File: src/dbg_cluster_pkg.sv
/* Debug cluster package: word, register index and hart index types,
   register map, error codes, status bits and the run-control state enum */
package dbg_cluster_pkg;

    // Bus widths
    localparam int DATA_W     = 32;
    localparam int ADDR_W     = 6;
    localparam int HART_IDX_W = 2;  // Limits the cluster to four harts

    typedef logic [DATA_W-1:0]     dport_word_t;  // Write and read data
    typedef logic [ADDR_W-1:0]     dport_addr_t;  // Register index
    typedef logic [HART_IDX_W-1:0] hart_idx_t;    // Hart selection

    // Register map
    // Indices 0..31 are the general registers, 32 is status, the rest unmapped
    localparam int          NUM_GPR    = 32;
    localparam dport_addr_t REG_STATUS = dport_addr_t'(32);

    // Error codes returned in read data
    localparam dport_word_t ERR_NOT_HALTED = dport_word_t'(1);
    localparam dport_word_t ERR_BAD_ADDR   = dport_word_t'(2);

    // Bit positions in the status word
    localparam int STAT_HALTED  = 0;
    localparam int STAT_RUNNING = 1;
    localparam int STAT_ARMED   = 2;  // Halt-after-reset armed

    // Hart run-control states
    typedef enum logic [1:0] {
        RUN       = 2'd0,
        HALTED    = 2'd1,
        RESETTING = 2'd2
    } run_state_t;

endpackage

File: src/hart_run_ctrl.sv
/* Per-hart run control: halt, resume, timed hart reset and halt-after-reset */
`timescale 1ns/1ps

module hart_run_ctrl import dbg_cluster_pkg::*; #(
    parameter int RESET_CYCLES = 3
) (
    input  logic i_clk,
    input  logic i_nrst,
    input  logic i_haltreq,
    input  logic i_resumereq,
    input  logic i_resethaltreq,
    input  logic i_hartreset,
    output logic o_halted,
    output logic o_running,
    output logic o_resethalt_armed,
    output logic o_clear_regs
);

    localparam int CNT_W = (RESET_CYCLES > 1) ? $clog2(RESET_CYCLES) : 1;

    run_state_t       state_q;
    run_state_t       state_d;
    logic [CNT_W-1:0] cnt_q;    // Remaining reset cycles minus one
    logic             armed_q;
    logic             clear_q;

    always_comb begin
        state_d = state_q;
        if (i_hartreset) begin
            state_d = RESETTING;  // Also restarts a reset in progress
        end else begin
            case (state_q)
                RUN: begin
                    if (i_haltreq) state_d = HALTED;
                end
                HALTED: begin
                    if (i_resumereq && !i_haltreq) state_d = RUN;
                end
                RESETTING: begin
                    // Halt requests are ignored while in reset
                    if (cnt_q == '0) state_d = armed_q ? HALTED : RUN;
                end
                default: state_d = RUN;
            endcase
        end
    end

    always_ff @(posedge i_clk or negedge i_nrst) begin
        if (!i_nrst) begin
            state_q <= RUN;
            cnt_q   <= '0;
            armed_q <= 1'b0;
            clear_q <= 1'b0;
        end else begin
            state_q <= state_d;
            clear_q <= i_hartreset;  // First cycle of reset
            if (i_hartreset) begin
                cnt_q <= CNT_W'(RESET_CYCLES - 1);
            end else if (state_q == RESETTING && cnt_q != '0) begin
                cnt_q <= cnt_q - 1'b1;
            end
            if (i_resethaltreq) armed_q <= 1'b1;  // Sticky until cluster reset
        end
    end

    assign o_halted          = (state_q == HALTED);
    assign o_running         = (state_q == RUN);
    assign o_resethalt_armed = armed_q;
    assign o_clear_regs      = clear_q;

    a_armed_exit_halts: assert property (@(posedge i_clk) disable iff (!i_nrst)
        (state_q == RESETTING && armed_q) |=> (state_q != RUN))
        else $error("hart_run_ctrl: left reset running with halt-after-reset armed");

endmodule

File: config.mk
export PLATFORM = sky130hd
export DESIGN_NAME = hart_run_ctrl
export DESIGN_NICKNAME = d
export VERILOG_FILES = /design/src/dbg_cluster_pkg.sv /design/src/hart_run_ctrl.sv
export SDC_FILE = /design/constraint.sdc
export NUM_CORES = 1
export LEC_CHECK = 0
export BUFFER_PORTS_ARGS = -buffer_cell sky130_fd_sc_hd__clkbuf_2
export CAP_MARGIN = 0
export CORE_AREA = 2 2 39 41
export CTS_CLUSTER_DIAMETER = 80
export DETAILED_ROUTE_END_ITERATION = 10
export DIE_AREA = 0 0 41 43
export GPL_ROUTABILITY_DRIVEN = 0
export SYNTH_ARGS = -nofsm -noshare
export SYNTH_HDL_FRONTEND = slang
export SYNTH_SLANG_ARGS = --single-unit
File: constraint.sdc
create_clock -name i_clk -period 1.5 [get_ports i_clk]
set_input_delay 0.3 -clock i_clk [delete_from_list [all_inputs] [get_ports i_clk]]
set_output_delay 0.3 -clock i_clk [all_outputs]
set_load 0.02 [all_outputs]
Yosys cells after proc, flatten, opt, wreduce, memory -nomap -nowiden
Cells that the tools add are included.
{ "word_totals": {"output_inout_bits": 4, "reg_bits": 6, "input_bits": 6, "wordCells": 26} }
{ "op_classes": {"addsub": 1, "n_reduce_logical": 8, "muxes": 8, "n_eq_ne": 5} }
{ "ops": {"columns": ["cell", "n"], "rows": [
  ["$mux 2", 6],
  ["$ne 3x3->1 const B", 2],
  ["$pmux 2 s3", 1],
  ["$logic_not 2->1", 2],
  ["$reduce_bool 2->1", 2],
  ["$ne 3x2->1 const B", 1],
  ["$reduce_and 3->1", 1],
  ["$eq 2x1->1 const B", 1],
  ["$eq 2x2->1 const B", 1],
  ["$logic_and 1x1->1", 2],
  ["$sub 2x1->2 const B", 1],
  ["$logic_not 1->1", 1],
  ["$mux 1", 1]
]} }

Depth between registers and ports, before layout
{ "logic_depth": {"word_depth": 5, "ltp_mapped": 5, "depth_no_buf": 5} }

Worst setup path before layout
Ideal clock, no wire load.
{ "synth_path": {"path_kind": "flip-flop to flip-flop", "from": "register cnt_q[0]", "to": "register cnt_q[0]", "path_stages_with_launch": 6, "required_time_ps": 1381, "path_buffers": 0, "period_less_slack_ps": 1118, "arrival_ps": 999, "path_slack_ps": 382, "setup_ps": 119, "cell_sequence": "dfrtp_1 > inv_1 > ha_1 > nor3b_4 > xnor2_1 > nor2_1"} }
{ "synth_between": {"elab_chain_cells": 3, "elab_cells_between_ends": 6, "cone_classes": "1 x add/sub; 2 x mux; 3 x reduce/logical"} }
{ "synth_rtl": {"columns": ["item", "line", "text"], "rows": [
  ["start, declared", "hart_run_ctrl.sv:23", "logic [CNT_W-1:0] cnt_q;"],
  ["start signal, assigned", "hart_run_ctrl.sv:58", "cnt_q <= CNT_W'(RESET_CYCLES - 1);"],
  ["start signal, assigned", "hart_run_ctrl.sv:60", "cnt_q <= cnt_q - 1'b1;"],
  ["$sub 2x1->2 or $reduce_bool 2->1 (tied branches)", "hart_run_ctrl.sv:60, hart_run_ctrl.sv:59", null],
  ["$mux 2 or $logic_and 1x1->1 (tied branches)", "hart_run_ctrl.sv:59", "end else if (state_q == RESETTING && cnt_q != '0) begin"],
  ["$mux 2 or $reduce_bool 2->1 (tied branches)", null, null]
]} }
Parallel ways exist; a longest one is shown, timed or not. The select of a mux whose other input is x is not followed.
A chain may end at the register's enable or synchronous reset.

Worst setup path after layout
{ "layout_path": {"from": "register state_q[0]", "to": "output port o_halted"} }
{ "layout_between": {"elab_chain_cells": 1} }
{ "layout_rtl": {"columns": ["item", "line", "text"], "rows": [
  ["start, declared", "hart_run_ctrl.sv:21", "run_state_t state_q;"],
  ["start signal, assigned", "hart_run_ctrl.sv:55", "state_q <= state_d;"],
  ["$eq 2x1->1", "hart_run_ctrl.sv:66", "assign o_halted = (state_q == HALTED);"],
  ["end, declared", "hart_run_ctrl.sv:13", "output logic o_halted,"]
]} }
No other way between the ends.

==> key figures <==
Die
  • Die Ht: 43 um
  • Cell Rows: 14
  • Die width: 41 um
  • Core ar.: 1380 um^2
  • Initial Util: 0.194
  • Die footprint: 1760 um^2
  • Io pins: 10

Logic synthesis
  • Post-synthesis mux area share: 0
  • Mapped Avg Cell Area: 11.7 um^2
  • Simple-gate share of the synthesized area: 0.251
  • Synth top area share: 0.558
  • Yosys cell types: 14
  • Dominant cells by area after synthesis: dfrtp_1, nor3b_4, ha_1, or2_2, inv_1
  • Synth Area in Compound Gates: 0.0698
  • Mapped Area: 269 um^2
  • Largest family of logic cells by synthesized area: simple AND/OR/NAND/NOR gates
  • Sequential-to-total area share from yosys stat: 0.558
  • Cells after synthesis: 23
  • Leading area contributor after synthesis: dfrtp_1
  • YS warnings: 0
  • Post-Syn Nets: 30
  • Seq cells post-synth: 6
  • Adder-Cell Fraction of Synth Area: 0.0465
  • Synth Area in XOR/XNOR: 0.0326

Routing
  • Drt pass-1 iters: 3
  • Drt first-iter violations: 3
  • Mean number of vias per cell: 4.00
  • Post-DRT Antenna Nets: 0
  • Drt drc: 0
  • Via Count: 208
  • WL/cell: 8.94 um
  • Total Wirelength: 465 um

Timing
  • WHS: 244 ps
  • FMAX: 0.748 GHz
  • RSZ-0062 raised after global routing: no
  • Setup Skew: 1.79 ps
  • Period utilization: 0.891
  • Worst Setup Slack, final: 163 ps
  • Final Critical Period: 1340 ps
  • Setup TNS: 0 ps
  • Count of final setup violators: 0
  • Rel. slew slack: 0.849
  • Fin. Hold Viols: 0
  • Slew Viols, Final: 0
  • Worst-Margin Slew: 226 ps

Power
  • Pwr Density: 1640 nW/um^2
  • Leakage power: 0.180 nW
  • Max VDD drop: 0.000515 V

Global route
  • Largest net degree at the start of global routing: 7
  • GRT Util Overall: 0.0699
  • Vias in the first global route: 196
  • Total grt overflow: 0
  • First-pass GRT wire length: 786 um
  • Initial antenna violation count: 0

Worst setup path
  • Flop-to-flop setup slack: 300 ps
  • WP depth: 2
  • CP startpoint kind: flip-flop
  • Critical R2R Capture: cnt_q[0]$_DFFE_PN0P_
  • R2r startpoint: cnt_q[0]$_DFFE_PN0P_
  • Critical path type: reg -> out
  • Worst EP required: 1200 ps
  • Worst path cell trace: and2b_2 -> clkbuf_2
  • Setup crit end kind: output pin
  • Cell family with the largest share of critical-path delay: flip-flops
  • CP Buf/Inv Count: 1
  • Arr. time, crit path: 1040 ps
  • Crit-path max FO: 5
  • CP max-delay cell: dfrtp_1
  • Setup crit start: state_q[0]$_DFFE_PN0P_
  • CP endpoint: o_halted
  • Max stage delay on crit path: 430 ps
  • Path depth of the worst reg2reg path: 5

Worst hold path
  • Worst Hold Class: in -> reg

Status
  • Run status: finished clean

Clock tree
  • Htree depth: 1
  • Post-CTS Setup Bufs: 0
  • Reg clk slew, reported paths: 40 ps
  • Post-CTS Resized: 0
  • # clock sinks: 6
  • TritonCTS clock tree: built
  • Root Driver: clkbuf_4
  • CTS hold repair buffers: 1
  • Num CTS Buffers: 3
  • Clock tree buffer depth: 2
  • Worst skew pair latency: 240 ps

Cells and area
  • Final core occ: 0.265
  • Most common cell after layout, fill and taps aside: clkbuf_2
  • Share of layout cells above drive strength 1: 0.444
  • Post-synthesis to final-layout area growth: 36.3%
  • # diodes: 0
  • Most frequent cells in the layout: clkbuf_2, dfrtp_1, inv_1, clkbuf_4
  • NumNets Final: 45
  • Final instance area: 367 um^2

Placed design
  • Detailed Place HPWL: 367 um
  • IO Port Bufs: 9
  • Pre-CTS setup slack: 300 ps
  • Placed cell area: 334 um^2

Run
  • Max-cap viol count: 0
[report_power, final]
part / switching, mW / total, mW / internal (mW) / leakage, nW
Clock: 0.0604 / 0.151 / 0.0907 / 0.0138
Sequential: 0.0364 / 0.239 / 0.202 / 0.0668
Combinational: 0.0994 / 0.212 / 0.112 / 0.0998
Total: 0.196 / 0.601 / 0.405 / 0.180
[kinds of logic after synthesis]
kind of cell,after synthesis
DFF,6
xor gates and xnor gates,1
adders and majority gates,1
and+or+nand+nor,9
buffers and inverters,3
AOI/OAI and AO/OA,3
[flip-flops by register name, indices dropped and copies added (netlist names)]
name / count
o_clear_regs: 1
o_resethalt_armed: 1
cnt_q: 2
state_q: 2
[how the worst min path moves through the flow]
stage | from | end | slack [ps] | cells after the start
after detailed placement | i_nrst | o_resethalt_armed$_DFFE_PN0P_ | 130 | 1
after global placement | i_nrst | o_clear_regs$_DFF_PN0_ | 130 | 1
after CTS | i_hartreset | o_clear_regs$_DFF_PN0_ | 240 | 1
after global routing | i_resethaltreq | o_resethalt_armed$_DFFE_PN0P_ | 240 | 2
final | i_resethaltreq | o_resethalt_armed$_DFFE_PN0P_ | 240 | 2
after floorplan | i_nrst | cnt_q[0]$_DFFE_PN0P_ | 4 | 0
[cell type report]
class                      instances  area (um^2)
inverter                           3         11.3
timing repair buffer              10         55.1
tap                               16         20.0
multi-input combinational         14          108
clock buffer                       3         22.5
fill                             151         1020
sequential                         6          150
[worst register-to-register path: cells and delay by family, from the launching register on]
kind / cells / cell delay [ps]
and+or+nand+nor: 2 / 300
buffers and inverters: 1 / 50
adders and majority gates: 1 / 230
DFF: 1 / 350
xor gates and xnor gates: 1 / 150
[metal layers]
| layer | GRT usage | wire [um] | share of wire |
|---|---|---|---|
| met5 | 0 | 0 | 0 |
| met4 | 0.0600 | 19 | 0.041 |
| met3 | 0.0314 | 27 | 0.058 |
| met2 | 0.0781 | 199 | 0.43 |
| met1 | 0.0960 | 219 | 0.47 |
[metrics by stage]
stage,instances,power (mW)
after floorplan,23,0.399
after global placement,48,0.446
after detailed placement,48,0.452
after CTS,52,0.613
after global routing,52,0.645
final,52,0.601
[Yosys cell counts (all sizes together)]
| cell | count |
|---|---|
| dfrtp | 6 |
| inv | 3 |
| nor2 | 2 |
| or2 | 2 |
| a21oi | 1 |
| a31oi | 1 |
| and2b | 1 |
| ha | 1 |
| nand4b | 1 |
| nor2b | 1 |
| nor3 | 1 |
| nor3b | 1 |
| o21bai | 1 |
| xnor2 | 1 |
Note: power is estimated with default switching activity, not from simulation.
