==> config.mk <==
export PLATFORM = sky130hd
export DESIGN_NAME = dport_ic
export DESIGN_NICKNAME = d
export VERILOG_FILES = /design/src/dbg_cluster_pkg.sv /design/src/dport_ic.sv
export SDC_FILE = /design/constraint.sdc
export NUM_CORES = 1
export LEC_CHECK = 0
export BUFFER_PORTS_ARGS = -buffer_cell sky130_fd_sc_hd__clkbuf_2
export CAP_MARGIN = 20
export CELL_PAD_IN_SITES_DETAIL_PLACEMENT = 0
export CELL_PAD_IN_SITES_GLOBAL_PLACEMENT = 1
export CORE_AREA = 3 3 110 112
export CTS_BUF_LIST = sky130_fd_sc_hd__clkbuf_2
export DETAILED_ROUTE_END_ITERATION = 7
export DIE_AREA = 0 0 113 115
export HOLD_SLACK_MARGIN = 0.02
export PLACE_DENSITY = 0.79
export SYNTH_ARGS = -nofsm -noshare
export SYNTH_HDL_FRONTEND = slang
export SYNTH_SLANG_ARGS = --single-unit
==> constraint.sdc <==
create_clock -name i_clk -period 1.8 [get_ports i_clk]
set_input_delay 0.09 -clock i_clk [delete_from_list [all_inputs] [get_ports i_clk]]
set_output_delay 0.09 -clock i_clk [all_outputs]
set_load 0.05 [all_outputs]
==> src/dbg_cluster_pkg.sv <==
/* Debug cluster package: word, register index and hart index types,
   register map, error codes, status bits and the run-control state enum */
package dbg_cluster_pkg;

    // Bus widths
    localparam int DATA_W     = 32;
    localparam int ADDR_W     = 6;
    localparam int HART_IDX_W = 2;  // Limits the cluster to four harts

    typedef logic [DATA_W-1:0]     dport_word_t;  // Write and read data
    typedef logic [ADDR_W-1:0]     dport_addr_t;  // Register index
    typedef logic [HART_IDX_W-1:0] hart_idx_t;    // Hart selection

    // Register map
    // Indices 0..31 are the general registers, 32 is status, the rest unmapped
    localparam int          NUM_GPR    = 32;
    localparam dport_addr_t REG_STATUS = dport_addr_t'(32);

    // Error codes returned in read data
    localparam dport_word_t ERR_NOT_HALTED = dport_word_t'(1);
    localparam dport_word_t ERR_BAD_ADDR   = dport_word_t'(2);

    // Bit positions in the status word
    localparam int STAT_HALTED  = 0;
    localparam int STAT_RUNNING = 1;
    localparam int STAT_ARMED   = 2;  // Halt-after-reset armed

    // Hart run-control states
    typedef enum logic [1:0] {
        RUN       = 2'd0,
        HALTED    = 2'd1,
        RESETTING = 2'd2
    } run_state_t;

endpackage

==> src/dport_ic.sv <==
/* DMI-to-hart debug-port interconnect with control fan-out, request routing,
   stored hart index for the response path and the single-access busy flag */
`timescale 1ns/1ps

module dport_ic import dbg_cluster_pkg::*; #(
    parameter int NUM_HARTS = 4
) (
    input  logic                              i_clk,
    input  logic                              i_nrst,
    // DMI side
    input  hart_idx_t                         i_hartsel,
    input  logic                              i_haltreq,
    input  logic                              i_resumereq,
    input  logic                              i_resethaltreq,
    input  logic                              i_hartreset,
    input  logic                              i_dport_req_valid,
    input  logic                              i_dport_write,
    input  dport_addr_t                       i_dport_addr,
    input  dport_word_t                       i_dport_wdata,
    output logic                              o_dport_req_ready,
    input  logic                              i_dport_resp_ready,
    output logic                              o_dport_resp_valid,
    output logic                              o_dport_resp_error,
    output dport_word_t                       o_dport_rdata,
    // Hart side
    output logic        [NUM_HARTS-1:0]       o_hart_haltreq,
    output logic        [NUM_HARTS-1:0]       o_hart_resumereq,
    output logic        [NUM_HARTS-1:0]       o_hart_resethaltreq,
    output logic        [NUM_HARTS-1:0]       o_hart_reset,
    output logic        [NUM_HARTS-1:0]       o_hart_req_valid,
    output logic                              o_hart_write,
    output dport_addr_t                       o_hart_addr,
    output dport_word_t                       o_hart_wdata,
    output logic        [NUM_HARTS-1:0]       o_hart_resp_ready,
    input  logic        [NUM_HARTS-1:0]       i_hart_req_ready,
    input  logic        [NUM_HARTS-1:0]       i_hart_resp_valid,
    input  logic        [NUM_HARTS-1:0]       i_hart_resp_error,
    input  dport_word_t [NUM_HARTS-1:0]       i_hart_rdata
);

    logic [NUM_HARTS-1:0] sel_mask;   // One-hot of i_hartsel
    logic [NUM_HARTS-1:0] resp_mask;  // One-hot of the stored index
    hart_idx_t            hartsel_q;  // Hart that owns the pending access
    logic                 busy_q;
    logic                 req_accept;
    logic                 resp_taken;

    // Out-of-range selection gives an empty mask
    always_comb begin
        for (int i = 0; i < NUM_HARTS; i++) begin
            sel_mask[i]  = (i_hartsel == hart_idx_t'(i));
            resp_mask[i] = (hartsel_q == hart_idx_t'(i));
        end
    end

    // Controls go to the selected hart only
    assign o_hart_haltreq      = sel_mask & {NUM_HARTS{i_haltreq}};
    assign o_hart_resumereq    = sel_mask & {NUM_HARTS{i_resumereq}};
    assign o_hart_resethaltreq = sel_mask & {NUM_HARTS{i_resethaltreq}};
    assign o_hart_reset        = sel_mask & {NUM_HARTS{i_hartreset}};

    // No hart sees a request while another access is pending
    assign o_hart_req_valid = sel_mask & {NUM_HARTS{i_dport_req_valid & ~busy_q}};
    assign o_hart_write     = i_dport_write;
    assign o_hart_addr      = i_dport_addr;
    assign o_hart_wdata     = i_dport_wdata;

    assign o_dport_req_ready = (|(sel_mask & i_hart_req_ready)) & ~busy_q;
    assign o_hart_resp_ready = resp_mask & {NUM_HARTS{i_dport_resp_ready}};

    // Response from the stored hart
    always_comb begin
        o_dport_resp_valid = 1'b0;
        o_dport_resp_error = 1'b0;
        o_dport_rdata      = '0;
        for (int i = 0; i < NUM_HARTS; i++) begin
            if (resp_mask[i]) begin
                o_dport_resp_valid = i_hart_resp_valid[i];
                o_dport_resp_error = i_hart_resp_error[i];
                o_dport_rdata      = i_hart_rdata[i];
            end
        end
    end

    assign req_accept = i_dport_req_valid & o_dport_req_ready;
    assign resp_taken = o_dport_resp_valid & i_dport_resp_ready;

    always_ff @(posedge i_clk or negedge i_nrst) begin
        if (!i_nrst) begin
            hartsel_q <= '0;
            busy_q    <= 1'b0;
        end else if (req_accept) begin
            hartsel_q <= i_hartsel;  // Response path follows this hart
            busy_q    <= 1'b1;
        end else if (resp_taken) begin
            busy_q    <= 1'b0;
        end
    end

    // While the owning hart still holds its access nothing new is accepted anywhere
    a_single_outstanding: assert property (@(posedge i_clk) disable iff (!i_nrst)
        !(|(resp_mask & i_hart_req_ready)) |-> !o_dport_req_ready)
        else $error("dport_ic: request ready while a response is pending");

endmodule

**Word-level counts from Yosys, hierarchy flattened**

Index checks and enable logic that the tools add are counted.

- Flip-flop bits (word level): 3
- Latch bits: 0
- RAM bits: 0
- Memory bits (read-only): 0
- Output and inout port bits: 98
- Memories: 0

- Add/sub/neg operators: 0
- $mul: 0
- Divide/modulo/power cells: 0
- Magnitude comparators: 0
- Equal/unequal tests: 6
- Shift-type cells: 0
- Mux-type cells: 14
- Bitwise operators: 12
- Reductions and logical operators: 4

Operators by type and width:

| cell | number |
|---|---|
| $mux 32 | 4 |
| $and 4x4->4 | 7 |
| $mux 1 | 10 |
| $eq 2x2->1 const B | 4 |
| $and 1x1->1 | 4 |
| $eq 2x1->1 const B | 2 |
| $logic_not 2->1 | 2 |
| $reduce_or 4->1 | 1 |
| $reduce_bool 2->1 | 1 |
| $not 1->1 | 1 |

**Logic depth before layout (Yosys ltp)**

- Word-level depth: 8
- Gate-level depth with buffers: 4
- Gate-level depth less buffers: 3

**Worst setup path after synthesis**

No wires, ideal clock.

- Kind: reg-to-output
- From: register busy_q
- To: output port o_hart_req_valid[2]
- Arrival: 1.747 ns
- Path slack: -0.037 ns
- Stages on the path, launching flop included: 3
- Path through: dfrtp_1 > nand2b_1 > nor3b_1

- Word-level cells in the longest chain between the ends: 3

Ends and longest elaborated chain:

| item | RTL line | RTL |
|---|---|---|
| from (decl) | dport_ic.sv:44 | `logic busy_q;` |
| from (signal assigned) | dport_ic.sv:91 | `busy_q <= 1'b0;` |
| from (signal assigned) | dport_ic.sv:94 | `busy_q <= 1'b1;` |
| from (signal assigned) | dport_ic.sv:96 | `busy_q <= 1'b0;` |
| $not 1->1 | dport_ic.sv:63 | `assign o_hart_req_valid = sel_mask & {NUM_HARTS{i_dport_req_valid & ~busy_q}};` |
| $and 1x1->1 | dport_ic.sv:63 |  |
| $and 4x4->4 | dport_ic.sv:63 |  |
| to (decl) | dport_ic.sv:30 | `output logic [NUM_HARTS-1:0] o_hart_req_valid,` |

No other way between the ends.

**Final worst setup path**

- From: register hartsel_q[0]
- To: output port o_dport_rdata[5]

- Word-level cells in the longest chain between the ends: 5

Ends and longest elaborated chain:

| item | RTL line | RTL |
|---|---|---|
| from (decl) | dport_ic.sv:43 | `hart_idx_t hartsel_q;` |
| from (signal assigned) | dport_ic.sv:93 | `hartsel_q <= i_hartsel;` |
| $logic_not 2->1 | dport_ic.sv:52 | `resp_mask[i] = (hartsel_q == hart_idx_t'(i));` |
| $mux 32 (3 in series) | dport_ic.sv:77 | `if (resp_mask[i]) begin` |
| $mux 32 (*) | dport_ic.sv:77 |  |
| to (decl) | dport_ic.sv:24 | `output dport_word_t o_dport_rdata,` |

Every way passes the cells marked *; elsewhere a longest branch is shown, timed or not.

==> impl_metrics.ini <==
[min_path]
worst_hold_path_type = in2out
worstHoldEndpoint = o_hart_addr[2]
hold_depth = 0
hold_path.startpoint = i_dport_addr[2]

[yosys]
mappedNetlistNets = 321
synth_largest_type_area_fraction_pct = 50.0
synth_cell_types = 24
synth_seq_cells = 3
ys_seq_area_share_pct = 5.05
syn-cell-area_um2 = 1490
yosysWarnings = 0
netlist_instances = 132
synthesis.area_per_instance_um2 = 11.3
synth.largest_area_cell = mux4_2
synthTopCellsByArea = mux4_2 50%, buf_4 20%, and2_1 5.1%

[floorplan]
area_of_the_core_um2 = 11300
design.portCount = 287
die_width_um = 113
floorplan.die_area_um2 = 13000
std_cell_rows = 39
start_util_pct = 13.1
dieHeight_um = 115

[cts]
tritoncts = done
number_of_buffers_added_by_the_clock_tree_synthesis_step = 3
clock_insertion_delay_worst_skew_ns = 0.21
clock_sink_count = 3
cts_buffer_depth = 2
cts_root_buf = clkbuf_2
clk_pin_slew_worst_paths_ns = 0.05
clock_tree.htree_level_count = 1

[detailed_routing]
via_count = 1871
post_drt_via_cell_ratio = 4.18
drtPass1Iterations = 4
drt_iter0_drcs = 82
drt_drc_violations_left = 0
post_drt_wl_per_cell_um = 17.8
antenna_violating_nets_post_route = 0
wl_mm = 7.97

[timing]
final_min_period_over_clock_period_pct = 98.1
grt_setup_unrepaired = yes
hold_violations = 0
report.final.slew_viol_count = 0
timing.clock.skew_ns = 0.00410
final_critical_path_setup_slack_ns = 0.0342
tightestPinTransition_ns = 0.307
worst_slew_margin_rel_pct = 79.0
report.final.setup_viol = 0
max_freq_mhz = 566
holdWs_ns = 0.180
period_needed_ns = 1.77
timing.setup.tns_ns = 0

[global_route]
grt_max_degree = 37
grt_remaining_overflow = 0
groute.usage.overall_pct = 9.71
grt_antenna_before_repair = 0
grt_pass1_vias = 1856
grt_pass1_wl_mm = 10.0

[finish]
syn2layout_area_growth_pct = 86.2
antenna_diodes = 0
nFillCells = 1205
finalNetCount = 495
seqCellArea_um2 = 78.8
drive_gt1_share_pct = 84.9
multi_input_comb_area_um2 = 1060
layout.cells.non_filler = 448
post-route-cell-area_um2 = 2770
layout.core_utilization_pct = 24.4

[worst_setup_path]
r2r-end = busy_q
timing_worst_setup_path_type = reg2out
crit_path_cell_trace = buf_6 -> mux4_2 -> clkbuf_4
critPathMaxStageDelay_ns = 0.55
worst-endpoint-arrival_ns = 1.68
startpoint = hartsel_q[0]
startpoint_type = flop
r2r_start = hartsel_q[0]
timing.reg2reg.setup_slack_ns = 0.29
worst_reg_to_reg_path_cell_count = 4
timing.critical_path.slowest_stage_cell = dfrtp_4
worstPathRequired_ns = 1.71
timing.critical_path.to_type = output port
cp.buffers_inverters = 2
critPathTopFamily = flip-flops
critical_path_peak_fanout = 8

[power]
power_mw = 5.09
p_per_area_nw_per_um2 = 1840
worst_ir_drop_on_vdd_mv = 1.21
cellLeakagePower_nw = 1.43

[placement]
io_buffer_count = 208
dp_hpwl_mm = 6.29
pre_cts_slack_ns = 0.198
gp_congestion = 0.731
placedInstanceArea_um2 = 2400
post-place-cells = 436

[job]
cap_violations = 0

[status]
status = completed
state kept, by name (all words and copies together), names as in the netlist:
name,flops
busy_q,1
hartsel_q,2
Yosys cell counts:
master    count
and3_1        4
nor3_1        1
nand2b_1      3
a211oi_1      1
clkbuf_1      1
and2_1       12
o22a_1        1
or3b_1        1
and2b_1       2
nor2b_1       2
nor2_1        7
o22ai_2       1
mux2i_1       5
inv_1         1
buf_2         6
nand2_1       2
dfrtp_1       3
buf_6         2
nor3b_1       1
o221ai_1      1
mux2_1        1
buf_4        40
mux4_2       33
nand3b_1      1
area by class of cell:
| type | count | share of cell area (%) |
|---|---|---|
| Sequential cell | 3 | 2.85 |
| Timing Repair Buffer | 218 | 51.4 |
| Clock buffer | 4 | 0.723 |
| Inverter | 1 | 0.136 |
| Multi-Input combinational cell | 79 | 38.4 |
| Tap cell | 143 | 6.46 |
worst max-delay path by stage:
stage	endpoint	slack (ns)	cells past startpoint
2_1_floorplan	o_hart_req_valid[0]	0.07	2
3_3_place_gp	o_dport_rdata[16]	0.23	3
3_5_place_dp	o_dport_rdata[28]	0.20	3
4_1_cts	o_dport_rdata[28]	-0.01	3
5_1_grt	o_dport_rdata[2]	-0.03	3
6_report	o_dport_rdata[5]	0.03	3
where the power goes:
part           switching (mW)  total, mW  internal, mW
Sequential             0.0953      0.205         0.110
Combinational            2.76       4.79          2.02
Clock                  0.0378     0.0964        0.0586
Total                    2.90       5.09          2.19
repair_timing:
action / in CTS / in global routing
hold buffers: 1 / 0
gates cloned: 1 / 5
buffers inserted: 0 / 1
endpoints found under the setup margin: 31 / 33
gates resized for setup: 23 / 83
hold endpoints to repair: 3 / 0
cell usage in the layout, fill, tap and decap left out:
cell type      synthesis  final
clkbuf_2               0    178
mux4_2                33     33
buf_6                  2     25
and2_1                12     12
nor2_1                 7      7
buf_4                 40      6
and3_1                 4      4
clkbuf_16              0      4
nand2b_1               3      3
mux2i_1                5      3
nand2_1                2      2
nor2b_1                2      2
and2b_1                2      2
mux2i_2                0      2
dfrtp_1                3      2
clkbuf_8               0      2
clkbuf_4               0      2
buf_12                 0      2
inv_1                  1      1
nor3b_2                0      1
nor3_1                 1      1
a211oi_1               1      1
or3b_1                 1      1
nand3b_1               1      1
o22a_1                 1      1
o22ai_2                1      1
mux2_1                 1      1
o221ai_1               1      1
buf_16                 0      1
dfrtp_4                0      1
dlygate4sd3_1          0      1
buf_2                  6      1
cells by family after synthesis:
| group | share of synthesized area, % |
|---|---|
| AOI/OAI and AO/OA | 2.53 |
| and+or+nand+nor | 14.1 |
| DFF | 5.05 |
| buffers and inverters | 24.2 |
| muxes | 54.1 |
routing by layer:
metal | routed length, um | part of all wire [%] | track usage (%)
met1 | 2930 | 37 | 12.0
met2 | 4130 | 52 | 17.5
met3 | 820 | 10 | 1.95
met4 | 86 | 1.1 | 2.00
met5 | 0 | 0 | 0
Power figures use the tool's default switching activity.
