### src/dbg_cluster_pkg.sv
/* Debug cluster package: word, register index and hart index types,
   register map, error codes, status bits and the run-control state enum */
package dbg_cluster_pkg;

    // Bus widths
    localparam int DATA_W     = 32;
    localparam int ADDR_W     = 6;
    localparam int HART_IDX_W = 2;  // Limits the cluster to four harts

    typedef logic [DATA_W-1:0]     dport_word_t;  // Write and read data
    typedef logic [ADDR_W-1:0]     dport_addr_t;  // Register index
    typedef logic [HART_IDX_W-1:0] hart_idx_t;    // Hart selection

    // Register map
    // Indices 0..31 are the general registers, 32 is status, the rest unmapped
    localparam int          NUM_GPR    = 32;
    localparam dport_addr_t REG_STATUS = dport_addr_t'(32);

    // Error codes returned in read data
    localparam dport_word_t ERR_NOT_HALTED = dport_word_t'(1);
    localparam dport_word_t ERR_BAD_ADDR   = dport_word_t'(2);

    // Bit positions in the status word
    localparam int STAT_HALTED  = 0;
    localparam int STAT_RUNNING = 1;
    localparam int STAT_ARMED   = 2;  // Halt-after-reset armed

    // Hart run-control states
    typedef enum logic [1:0] {
        RUN       = 2'd0,
        HALTED    = 2'd1,
        RESETTING = 2'd2
    } run_state_t;

endpackage

### src/hart_dport.sv
/* Per-hart debug register target: general registers, status register,
   access checks and a fixed-latency response path held under back-pressure */
`timescale 1ns/1ps

module hart_dport import dbg_cluster_pkg::*; (
    input  logic        i_clk,
    input  logic        i_nrst,
    input  logic        i_req_valid,
    input  logic        i_write,
    input  dport_addr_t i_addr,
    input  dport_word_t i_wdata,
    output logic        o_req_ready,
    input  logic        i_resp_ready,
    output logic        o_resp_valid,
    output logic        o_resp_error,
    output dport_word_t o_rdata,
    input  logic        i_halted,
    input  logic        i_running,
    input  logic        i_resethalt_armed,
    input  logic        i_clear_regs
);

    localparam int GPR_IDX_W = $clog2(NUM_GPR);

    dport_word_t gpr [1:NUM_GPR-1];  // Register 0 is hardwired to zero

    // Access stage
    logic           acc_valid_q;
    logic           acc_write_q;
    dport_addr_t    acc_addr_q;
    dport_word_t    acc_wdata_q;
    logic [GPR_IDX_W-1:0] acc_idx;
    // Check stage
    logic           chk_valid_q;
    logic           chk_error_q;
    dport_word_t    chk_data_q;
    // Response stage
    logic           resp_valid_q;
    logic           resp_error_q;
    dport_word_t    resp_rdata_q;

    logic           req_accept;
    logic           resp_taken;
    logic           chk_error;
    dport_word_t    chk_data;
    logic           gpr_we;
    dport_word_t    status_word;

    // One access at a time, from acceptance until the response is taken
    assign o_req_ready = !(acc_valid_q || chk_valid_q || resp_valid_q);
    assign req_accept  = i_req_valid && o_req_ready;
    assign resp_taken  = resp_valid_q && i_resp_ready;
    assign acc_idx     = acc_addr_q[GPR_IDX_W-1:0];

    always_comb begin
        status_word               = '0;
        status_word[STAT_HALTED]  = i_halted;
        status_word[STAT_RUNNING] = i_running;
        status_word[STAT_ARMED]   = i_resethalt_armed;
    end

    // Access checks
    always_comb begin
        chk_error = 1'b0;
        chk_data  = '0;       // Also the read data of a good write
        gpr_we    = 1'b0;
        if (acc_addr_q < REG_STATUS) begin
            if (!i_halted) begin
                chk_error = 1'b1;
                chk_data  = ERR_NOT_HALTED;
            end else if (acc_write_q) begin
                gpr_we = acc_valid_q && (acc_idx != '0);
            end else if (acc_idx != '0) begin
                chk_data = gpr[acc_idx];
            end
        end else if (acc_addr_q == REG_STATUS && !acc_write_q) begin
            chk_data = status_word;
        end else begin
            chk_error = 1'b1;  // Status write or unmapped index
            chk_data  = ERR_BAD_ADDR;
        end
    end

    // General registers
    always_ff @(posedge i_clk) begin
        if (i_clear_regs) begin
            for (int i = 1; i < NUM_GPR; i++) begin
                gpr[i] <= '0;
            end
        end else if (gpr_we) begin
            gpr[acc_idx] <= acc_wdata_q;
        end
    end

    // Pipeline control
    always_ff @(posedge i_clk or negedge i_nrst) begin
        if (!i_nrst) begin
            acc_valid_q  <= 1'b0;
            chk_valid_q  <= 1'b0;
            resp_valid_q <= 1'b0;
        end else begin
            acc_valid_q <= req_accept;
            chk_valid_q <= acc_valid_q;
            if (chk_valid_q) begin
                resp_valid_q <= 1'b1;
            end else if (resp_taken) begin
                resp_valid_q <= 1'b0;
            end
        end
    end

    // Pipeline payload
    always_ff @(posedge i_clk) begin
        if (req_accept) begin
            acc_write_q <= i_write;
            acc_addr_q  <= i_addr;
            acc_wdata_q <= i_wdata;
        end
        if (acc_valid_q) begin
            chk_error_q <= chk_error;
            chk_data_q  <= chk_data;
        end
        if (chk_valid_q) begin
            resp_error_q <= chk_error_q;
            resp_rdata_q <= chk_data_q;
        end
    end

    assign o_resp_valid = resp_valid_q;
    assign o_resp_error = resp_error_q;
    assign o_rdata      = resp_rdata_q;

    a_resp_hold: assert property (@(posedge i_clk) disable iff (!i_nrst)
        (o_resp_valid && !i_resp_ready) |=>
            (o_resp_valid && $stable(o_rdata) && $stable(o_resp_error)))
        else $error("hart_dport: response changed before it was taken");

endmodule

### config.mk
export PLATFORM = sky130hd
export DESIGN_NAME = hart_dport
export DESIGN_NICKNAME = d
export VERILOG_FILES = /design/src/dbg_cluster_pkg.sv /design/src/hart_dport.sv
export SDC_FILE = /design/constraint.sdc
export NUM_CORES = 1
export LEC_CHECK = 0
export BUFFER_PORTS_ARGS = -buffer_cell sky130_fd_sc_hd__buf_2
export CORE_MARGIN = 2
export CORE_UTILIZATION = 59
export DETAILED_ROUTE_END_ITERATION = 8
export PLACE_DENSITY = 0.84
export SKIP_CTS_REPAIR_TIMING = 1
export SLEW_MARGIN = 20
export SYNTH_ARGS = -nofsm -noshare
export SYNTH_HDL_FRONTEND = slang
export SYNTH_SLANG_ARGS = --single-unit
### constraint.sdc
create_clock -name i_clk -period 3.3 [get_ports i_clk]
set_input_delay 0.825 -clock i_clk [delete_from_list [all_inputs] [get_ports i_clk]]
set_output_delay 0.825 -clock i_clk [all_outputs]
set_load 0.03 [all_outputs]
# Word-level counts from Yosys, hierarchy flattened
# Memory sizes are Yosys's and may differ from the RTL's. A register that Yosys moved wholly into a read port is not among the register bits.
# Cells that the tools add are included.
# word_totals
in_bits,47
wordCells,46
output_inout_bits,35
mem_count,1
ram_bits,992
reg_bits,108
# classes
n_reduce_logical,11
n_eq_ne,1
order_cmp,1
mux,22
# memory_table
memory,words,width,rd,rd_ports_with_merged_regs,write_ports,line,source
gpr,31,32,1,1,31,hart_dport.sv:25,dport_word_t gpr [1:NUM_GPR-1];
# ops
cell,count
$mux W32,5
$reduce_or A32 Y1,1
$mux W1,14
$mux W5,2
$eq A6 B6 Y1 const B,1
$lt A6 B6 Y1 const B,1
$reduce_bool A5 Y1,1
$logic_and A1 B1 Y1,4
$mux W3,1
$logic_not A1 Y1,2
$logic_or A1 B1 Y1,2
$reduce_bool A2 Y1,1

# Depth between registers and ports, before layout
# Gate-level depths: netlist of the first run.
# logic_depth
depth_word,10
depth_mapped,9
depth_no_buf,5

# Worst setup path before layout of the first run
# Ideal clock, no wire load.
# synth_path
path_type,reg-to-reg
start,register acc_valid_q
end,register (tool-made name)
arrival_ps,3556
n_path_buf,1
setup_time_ps,123
slack_ps,-379
path_stages_with_launch,5
required_ps,3177
cell_sequence,dfrtp_1 nor3_1 and2_1 clkbuf_1 mux2_2
# synth_rtl
element,line,source
start: declaration,hart_dport.sv:28,logic acc_valid_q;
start signal: assignment,hart_dport.sv:102,acc_valid_q <= req_accept;

==> run_results.csv, run 1 <==
group,metric,value,unit
drt,drc,0,
critical_path,crit_type,"register to register",
drt,antenna_left,0,
placement,dp_hpwl,74.1,mm
critical_path,cp-end-kind,"register",
yosys,yosysTopAreaCellShare,0.679,
cells_and_area,nets,3165,
yosys,ys.flop_type,"edfxtp_1",
placement,place.gp.congestion,0.867,
timing,setup_viol_count_final,0,
placement,post-place-ws,463,ps
yosys,syn_area_per_cell,16.6,um2
critical_path,cp.required,3690,ps
global_route,antenna_found_initial,8,
critical_path,critPathTopFamily,"multiplexers",
drt,routed-via-count,27300,
yosys,ys_seq_area_frac,0.683,
clock_tree,clk_root_buffer_cell,"clkbuf_16",
yosys,synthTopCellsByArea,"edfxtp_1, mux4_2, and2_1",
clock_tree,cts_sinks,1137,
timing,relSlewSlack,0.210,
timing,fin_setup_tns,0,ps
critical_path,crit_path_top_delay_cell,"dfxtp_4",
yosys,synth_top_family_by_area,"multiplexers",
clock_tree,cts_max_level,3,
timing,period_share,0.852,
clock_tree,cts_tree,"done",
yosys,yosysWarnings,0,
drt,dr.pass1.iters,6,
clock_tree,clk_pin_slew,60,ps
floorplanning,start_util,0.596,
yosys,synth_cell_type_count,41,
critical_path,cp_max_fo,20,
yosys,synthAdderAreaFrac,0,
floorplanning,die_width,295,um
floorplanning,dieArea,0.0869,mm2
yosys,synthXorXnorAreaFrac,0,
clock_tree,cts_buffers,111,
floorplanning,core,0.0837,mm2
run,cap_violations,0,
clock_tree,clock_latency,690,ps
clock_tree,cts.path.max_buffers,3,
yosys,postSynthCellCount,3014,
floorplanning,io_pins,82,
critical_path,worstSetupStartpointType,"register",
cells_and_area,diodes,0,
yosys,async_flop_share,0.00264,
yosys,synth_compound_area_frac,0.00968,
floorplanning,fp-row-count,106,
power,cellLeakagePower,0.0205,uW
yosys,synth_largest_area_cell,"edfxtp_1",
timing,max_freq,0.356,GHz
placement,portBuffers,81,
cells_and_area,syn2layout_area_growth,12.6,%
global_route,grt_pass1_vias,28300,
drt,viasPerCell,6.30,
hold_path,worst_hold_path_type,"primary input to register",
yosys,synth_edf_count,1129,
critical_path,critPathMaxStageDelay,720,ps
timing,final_max_slew_viol_count,0,
drt,wl_per_cell,28.3,um
yosys,netlist_area,0.0499,mm2
yosys,synth-seq-cells,1137,
yosys,synth.area.mux_share,0.143,
status,outcome,"finished clean",
timing,worst_slack,488,ps
critical_path,worstPathArrival,3210,ps
floorplanning,die-height,295,um
timing,whs,316,ps
power,ir_worst_vdd,0.430,mV
power,power_density,681,mW/mm2
cells_and_area,drive_above_1_share,0.245,
yosys,yosys.area_share.simple,0.138,
drt,drtIter0Drc,3697,
timing,layout_min_cycle_time,2810,ps
yosys,ys_top_cells_by_count,"edfxtp_1, and2_1, mux4_2, clkbuf_1, nor2_1",
global_route,grtUsageTotal,0.289,
timing,clock_skew,32.8,ps
global_route,grt_start_max_net_pins,64,
critical_path,worst-path-buf-inv,1,
yosys,yosys.cell_count.top_type,"edfxtp_1",
global_route,overflow,0,
timing,hold_viol,0,
critical_path,crit_path_cell_trace,"buf_4 -> mux4_2 -> mux2i_1 -> nor2_1 -> a21oi_1 -> o22ai_1",
timing,rsz0062_at_grt,"no",
drt,routed_wl,123,mm
timing,max_slew.worst_pin.slew,1190,ps
global_route,grt_pass1_wl,182,mm
## routing by layer
layer,track usage,part of all wire,vias up
li1,-,-,11300
met5,0,0.00013,-
met1,0.390,0.36,14000
met3,0.0557,0.11,285
met4,0.120,0.039,4
met2,0.466,0.49,1769
## logic make-up after synthesis
| kind of cell | after synthesis |
|---|---|
| AO/OA/AOI/OAI | 79 |
| buffers and inverters | 314 |
| flip-flops | 1137 |
| multiplexers | 356 |
| other | 1 |
| AND/OR/NAND/NOR | 1127 |
## worst register-to-register path: stages (launching register included)
cell and delay, ps:
dfxtp_4 720, buf_4 470, mux4_2 580, mux2i_1 180, nor2_1 60, a21oi_1 300, o22ai_1 210
## per-stage QoR
step	cells	total power [uW]	instance area (um2)	utilization
2_1_floorplan	3045	22800	50000	-
3_3_place_gp	4115	25500	52300	0.625
3_5_place_dp	4116	25800	52300	0.625
4_1_cts	4317	38100	55800	0.667
5_1_grt	4340	39300	56200	0.671
6_report	4340	38300	56200	0.671
## power breakdown
part	switching, uW	internal (uW)	leakage [uW]	total [uW]
clock network	5370	7100	0.00172	12500
logic	4610	3540	0.00712	8150
registers	842	16800	0.0116	17700
## path summary, 6_finish.rpt
path                                         to      startpoint  cells past startpoint  slack [ps]
worst max-delay path             chk_data_q[24]        register                      6         490
worst min-delay path            acc_wdata_q[13]     i_wdata[13]                      1         320
worst max register to register   chk_data_q[24]        register                      6         490
worst min register to register      o_rdata[11]  chk_data_q[11]                      0         420
max in group asynchronous           acc_valid_q          i_nrst                      2        2700
min in group asynchronous           chk_valid_q          i_nrst                      2         470
## sequential cells by signal, summed over array words and instances (netlist names), named ones only
register / flops
o_resp_valid: 1
acc_write_q: 1
o_resp_error: 1
chk_error_q: 1
acc_wdata_q: 32
o_rdata: 32
chk_valid_q: 1
acc_valid_q: 1
gpr: 1024
chk_data_q: 32
acc_addr_q: 6
## final cells by class
class | count | area, um2
well taps | 1134 | 1420
clock buffers | 134 | 2910
flip-flops and latches | 1137 | 34100
clock inverters | 67 | 626
repair buffers | 242 | 2360
fillers | 5124 | 27500
inverters | 32 | 120
multi-input cells | 1594 | 14700
## cell usage in the layout (no fill, tap or decap), drive strengths merged, types with 2 or more instances in the layout
master,n
clkinv,77
clkbuf,134
inv,5
conb,32
nor2b,3
mux2i,40
clkinvlp,6
mux2,35
nand2b,2
nor4,2
nor2,66
dfrtp,3
mux4,281
a21oi,35
nand3,5
or3,2
a221oi,2
nand3b,5
nor3,3
nand2,10
and2,995
edfxtp,1129
or2,31
o22ai,29
bufinv,11
dfxtp,5
buf,241
a211oi,6
Power figures use the tool's default switching activity.
==> inputs of run 2 (changes only) <==
==> constraint.sdc (replaced) <==
create_clock -name i_clk -period 3.3 [get_ports i_clk]
set_input_delay 0.825 -clock i_clk [delete_from_list [all_inputs] [get_ports i_clk]]
set_output_delay 0.825 -clock i_clk [all_outputs]
set_load 0.005 [all_outputs]
==> run_results.csv, run 2 (synthesis results as in run 1) <==
group,metric,value,unit
global_route,antenna_found_initial,4,
timing,period_share,0.897,
timing,relSlewSlack,0.232,
drt,drc,0,
critical_path,crit_type,"register to register",
cells_and_area,mostFrequentLayoutCells,"edfxtp_1, and2_1, mux4_2, clkbuf_16, buf_4",
critical_path,critPathTopFamily,"multiplexers",
placement,dp_hpwl,76.4,mm
critical_path,worstPathArrival,3370,ps
timing,rsz0062_at_grt,"no",
global_route,grt_pass1_wl,182,mm
critical_path,crit_path_cell_trace,"buf_12 -> buf_4 -> mux4_2 -> mux2_2 -> a21oi_1 -> o22ai_1",
floorplanning,core,0.0837,mm2
timing,fin_setup_tns,0,ps
clock_tree,cts_buffers,112,
global_route,grt_use_met3,0.0606,
power,ir_worst_vdd,0.508,mV
cells_and_area,mostFrequentLayoutCell,"edfxtp_1",
critical_path,cp_max_fo,25,
critical_path,worst-path-buf-inv,2,
cells_and_area,drive_above_1_share,0.238,
drt,antenna_left,0,
power,pwr-share-seq,0.465,
global_route,grt_pass1_vias,28500,
cells_and_area,syn2layout_area_growth,12.4,%
critical_path,cp.required,3710,ps
cells_and_area,top_register,"gpr",
critical_path,cp-end-kind,"register",
power,cellLeakagePower,0.0204,uW
power,p_int,27600,uW
clock_tree,cts_tree,"done",
global_route,overflow,0,
clock_tree,clk_pin_slew,60,ps
placement,portBuffers,81,
clock_tree,cts_sinks,1137,
global_route,grtUsageMet1,0.384,
power,power_density,682,mW/mm2
timing,max_slew.worst_pin.slew,1150,ps
clock_tree,clock_latency,690,ps
placement,place.gp.congestion,0.870,
drt,viasPerCell,6.30,
hold_path,min_from,"i_wdata[22]",
power,pwr-share-clk,0.332,
clock_tree,cts.path.max_buffers,3,
global_route,grtUsageTotal,0.290,
floorplanning,die-height,295,um
timing,layout_min_cycle_time,2960,ps
global_route,grt_start_max_net_pins,59,
drt,wl_per_cell,28.6,um
power,swShare,0.279,
power,p_total,38200,uW
timing,max_freq,0.338,GHz
clock_tree,clk_root_buffer_cell,"clkbuf_16",
floorplanning,dieArea,0.0869,mm2
cells_and_area,largest_reg_flops,1024,
global_route,busiest_layer,"met2",
timing,setup_viol_count_final,0,
cells_and_area,nets,3151,
critical_path,critPathMaxStageDelay,670,ps
global_route,use_met2,0.475,
floorplanning,die_width,295,um
drt,dr.pass1.iters,6,
run,cap_violations,0,
timing,clock_skew,27.0,ps
critical_path,worstSetupStartpointType,"register",
power,p_comb_frac,0.203,
floorplanning,fp-row-count,106,
timing,hold_viol,0,
drt,routed_wl,124,mm
drt,routed-via-count,27300,
clock_tree,cts_max_level,3,
floorplanning,io_pins,82,
timing,final_max_slew_viol_count,0,
status,outcome,"finished clean",
hold_path,worst_hold_path_type,"primary input to register",
power,p_switching,10700,uW
critical_path,crit_path_top_delay_cell,"dfxtp_4",
floorplanning,start_util,0.596,
drt,drtIter0Drc,3474,
run 2: per-layer routing:
layer | routed length [um] | part of all wire | up-vias
li1 | - | - | 11200
met2 | 61600 | 0.50 | 1780
met3 | 13400 | 0.11 | 299
met4 | 4720 | 0.038 | 0
met5 | 0 | 0 | -
met1 | 44100 | 0.36 | 14000
run 2: cell type report:
| class | count | area [um2] |
|---|---|---|
| Antenna cell | 3 | 7.51 |
| Clock buffer | 139 | 2930 |
| Clock inverter | 65 | 671 |
| Fill cell | 5111 | 27600 |
| Inverter | 32 | 120 |
| Multi-Input combinational cell | 1594 | 14700 |
| Sequential cell | 1137 | 34100 |
| Tap cell | 1134 | 1420 |
| Timing Repair Buffer | 227 | 2180 |
run 2: per-stage QoR:
step / util / instances / hold slack, ps / worst slack [ps] / cell area [um2]
floorplan: - / 3045 / 400 / 182 / 50000
global placement: 0.625 / 4111 / 406 / 387 / 52300
detailed placement: 0.625 / 4111 / 405 / 377 / 52300
CTS: 0.668 / 4315 / -93.3 / 356 / 55900
global route: 0.670 / 4328 / 292 / 297 / 56100
finish: 0.670 / 4331 / 304 / 340 / 56100
run 2: final timing paths:
| path | endpoint | slack (ps) | cells past startpoint |
|---|---|---|---|
| min | acc_wdata_q[22] | 300 | 1 |
| max | chk_data_q[29] | 340 | 6 |
| max in group asynchronous | chk_valid_q | 2710 | 2 |
| min in group asynchronous | o_resp_valid | 470 | 2 |
| min reg2reg | o_rdata[14] | 420 | 0 |
| max reg2reg | chk_data_q[29] | 340 | 6 |
run 2: power by group through the flow:
stage	Combinational, uW	Clock [uW]	Sequential, uW
2_1_floorplan	5200	0	17400
5_1_grt	8080	13300	17900
3_5_place_dp	7370	0	18200
4_1_cts	7420	12700	17900
3_3_place_gp	7220	0	18100
6_report	7780	12700	17800
run 2: worst register-to-register path, stage by stage, from the launching register on:
cell	delay, ps
dfxtp_4	670
buf_12	300
buf_4	290
mux4_2	530
mux2_2	290
a21oi_1	460
o22ai_1	160
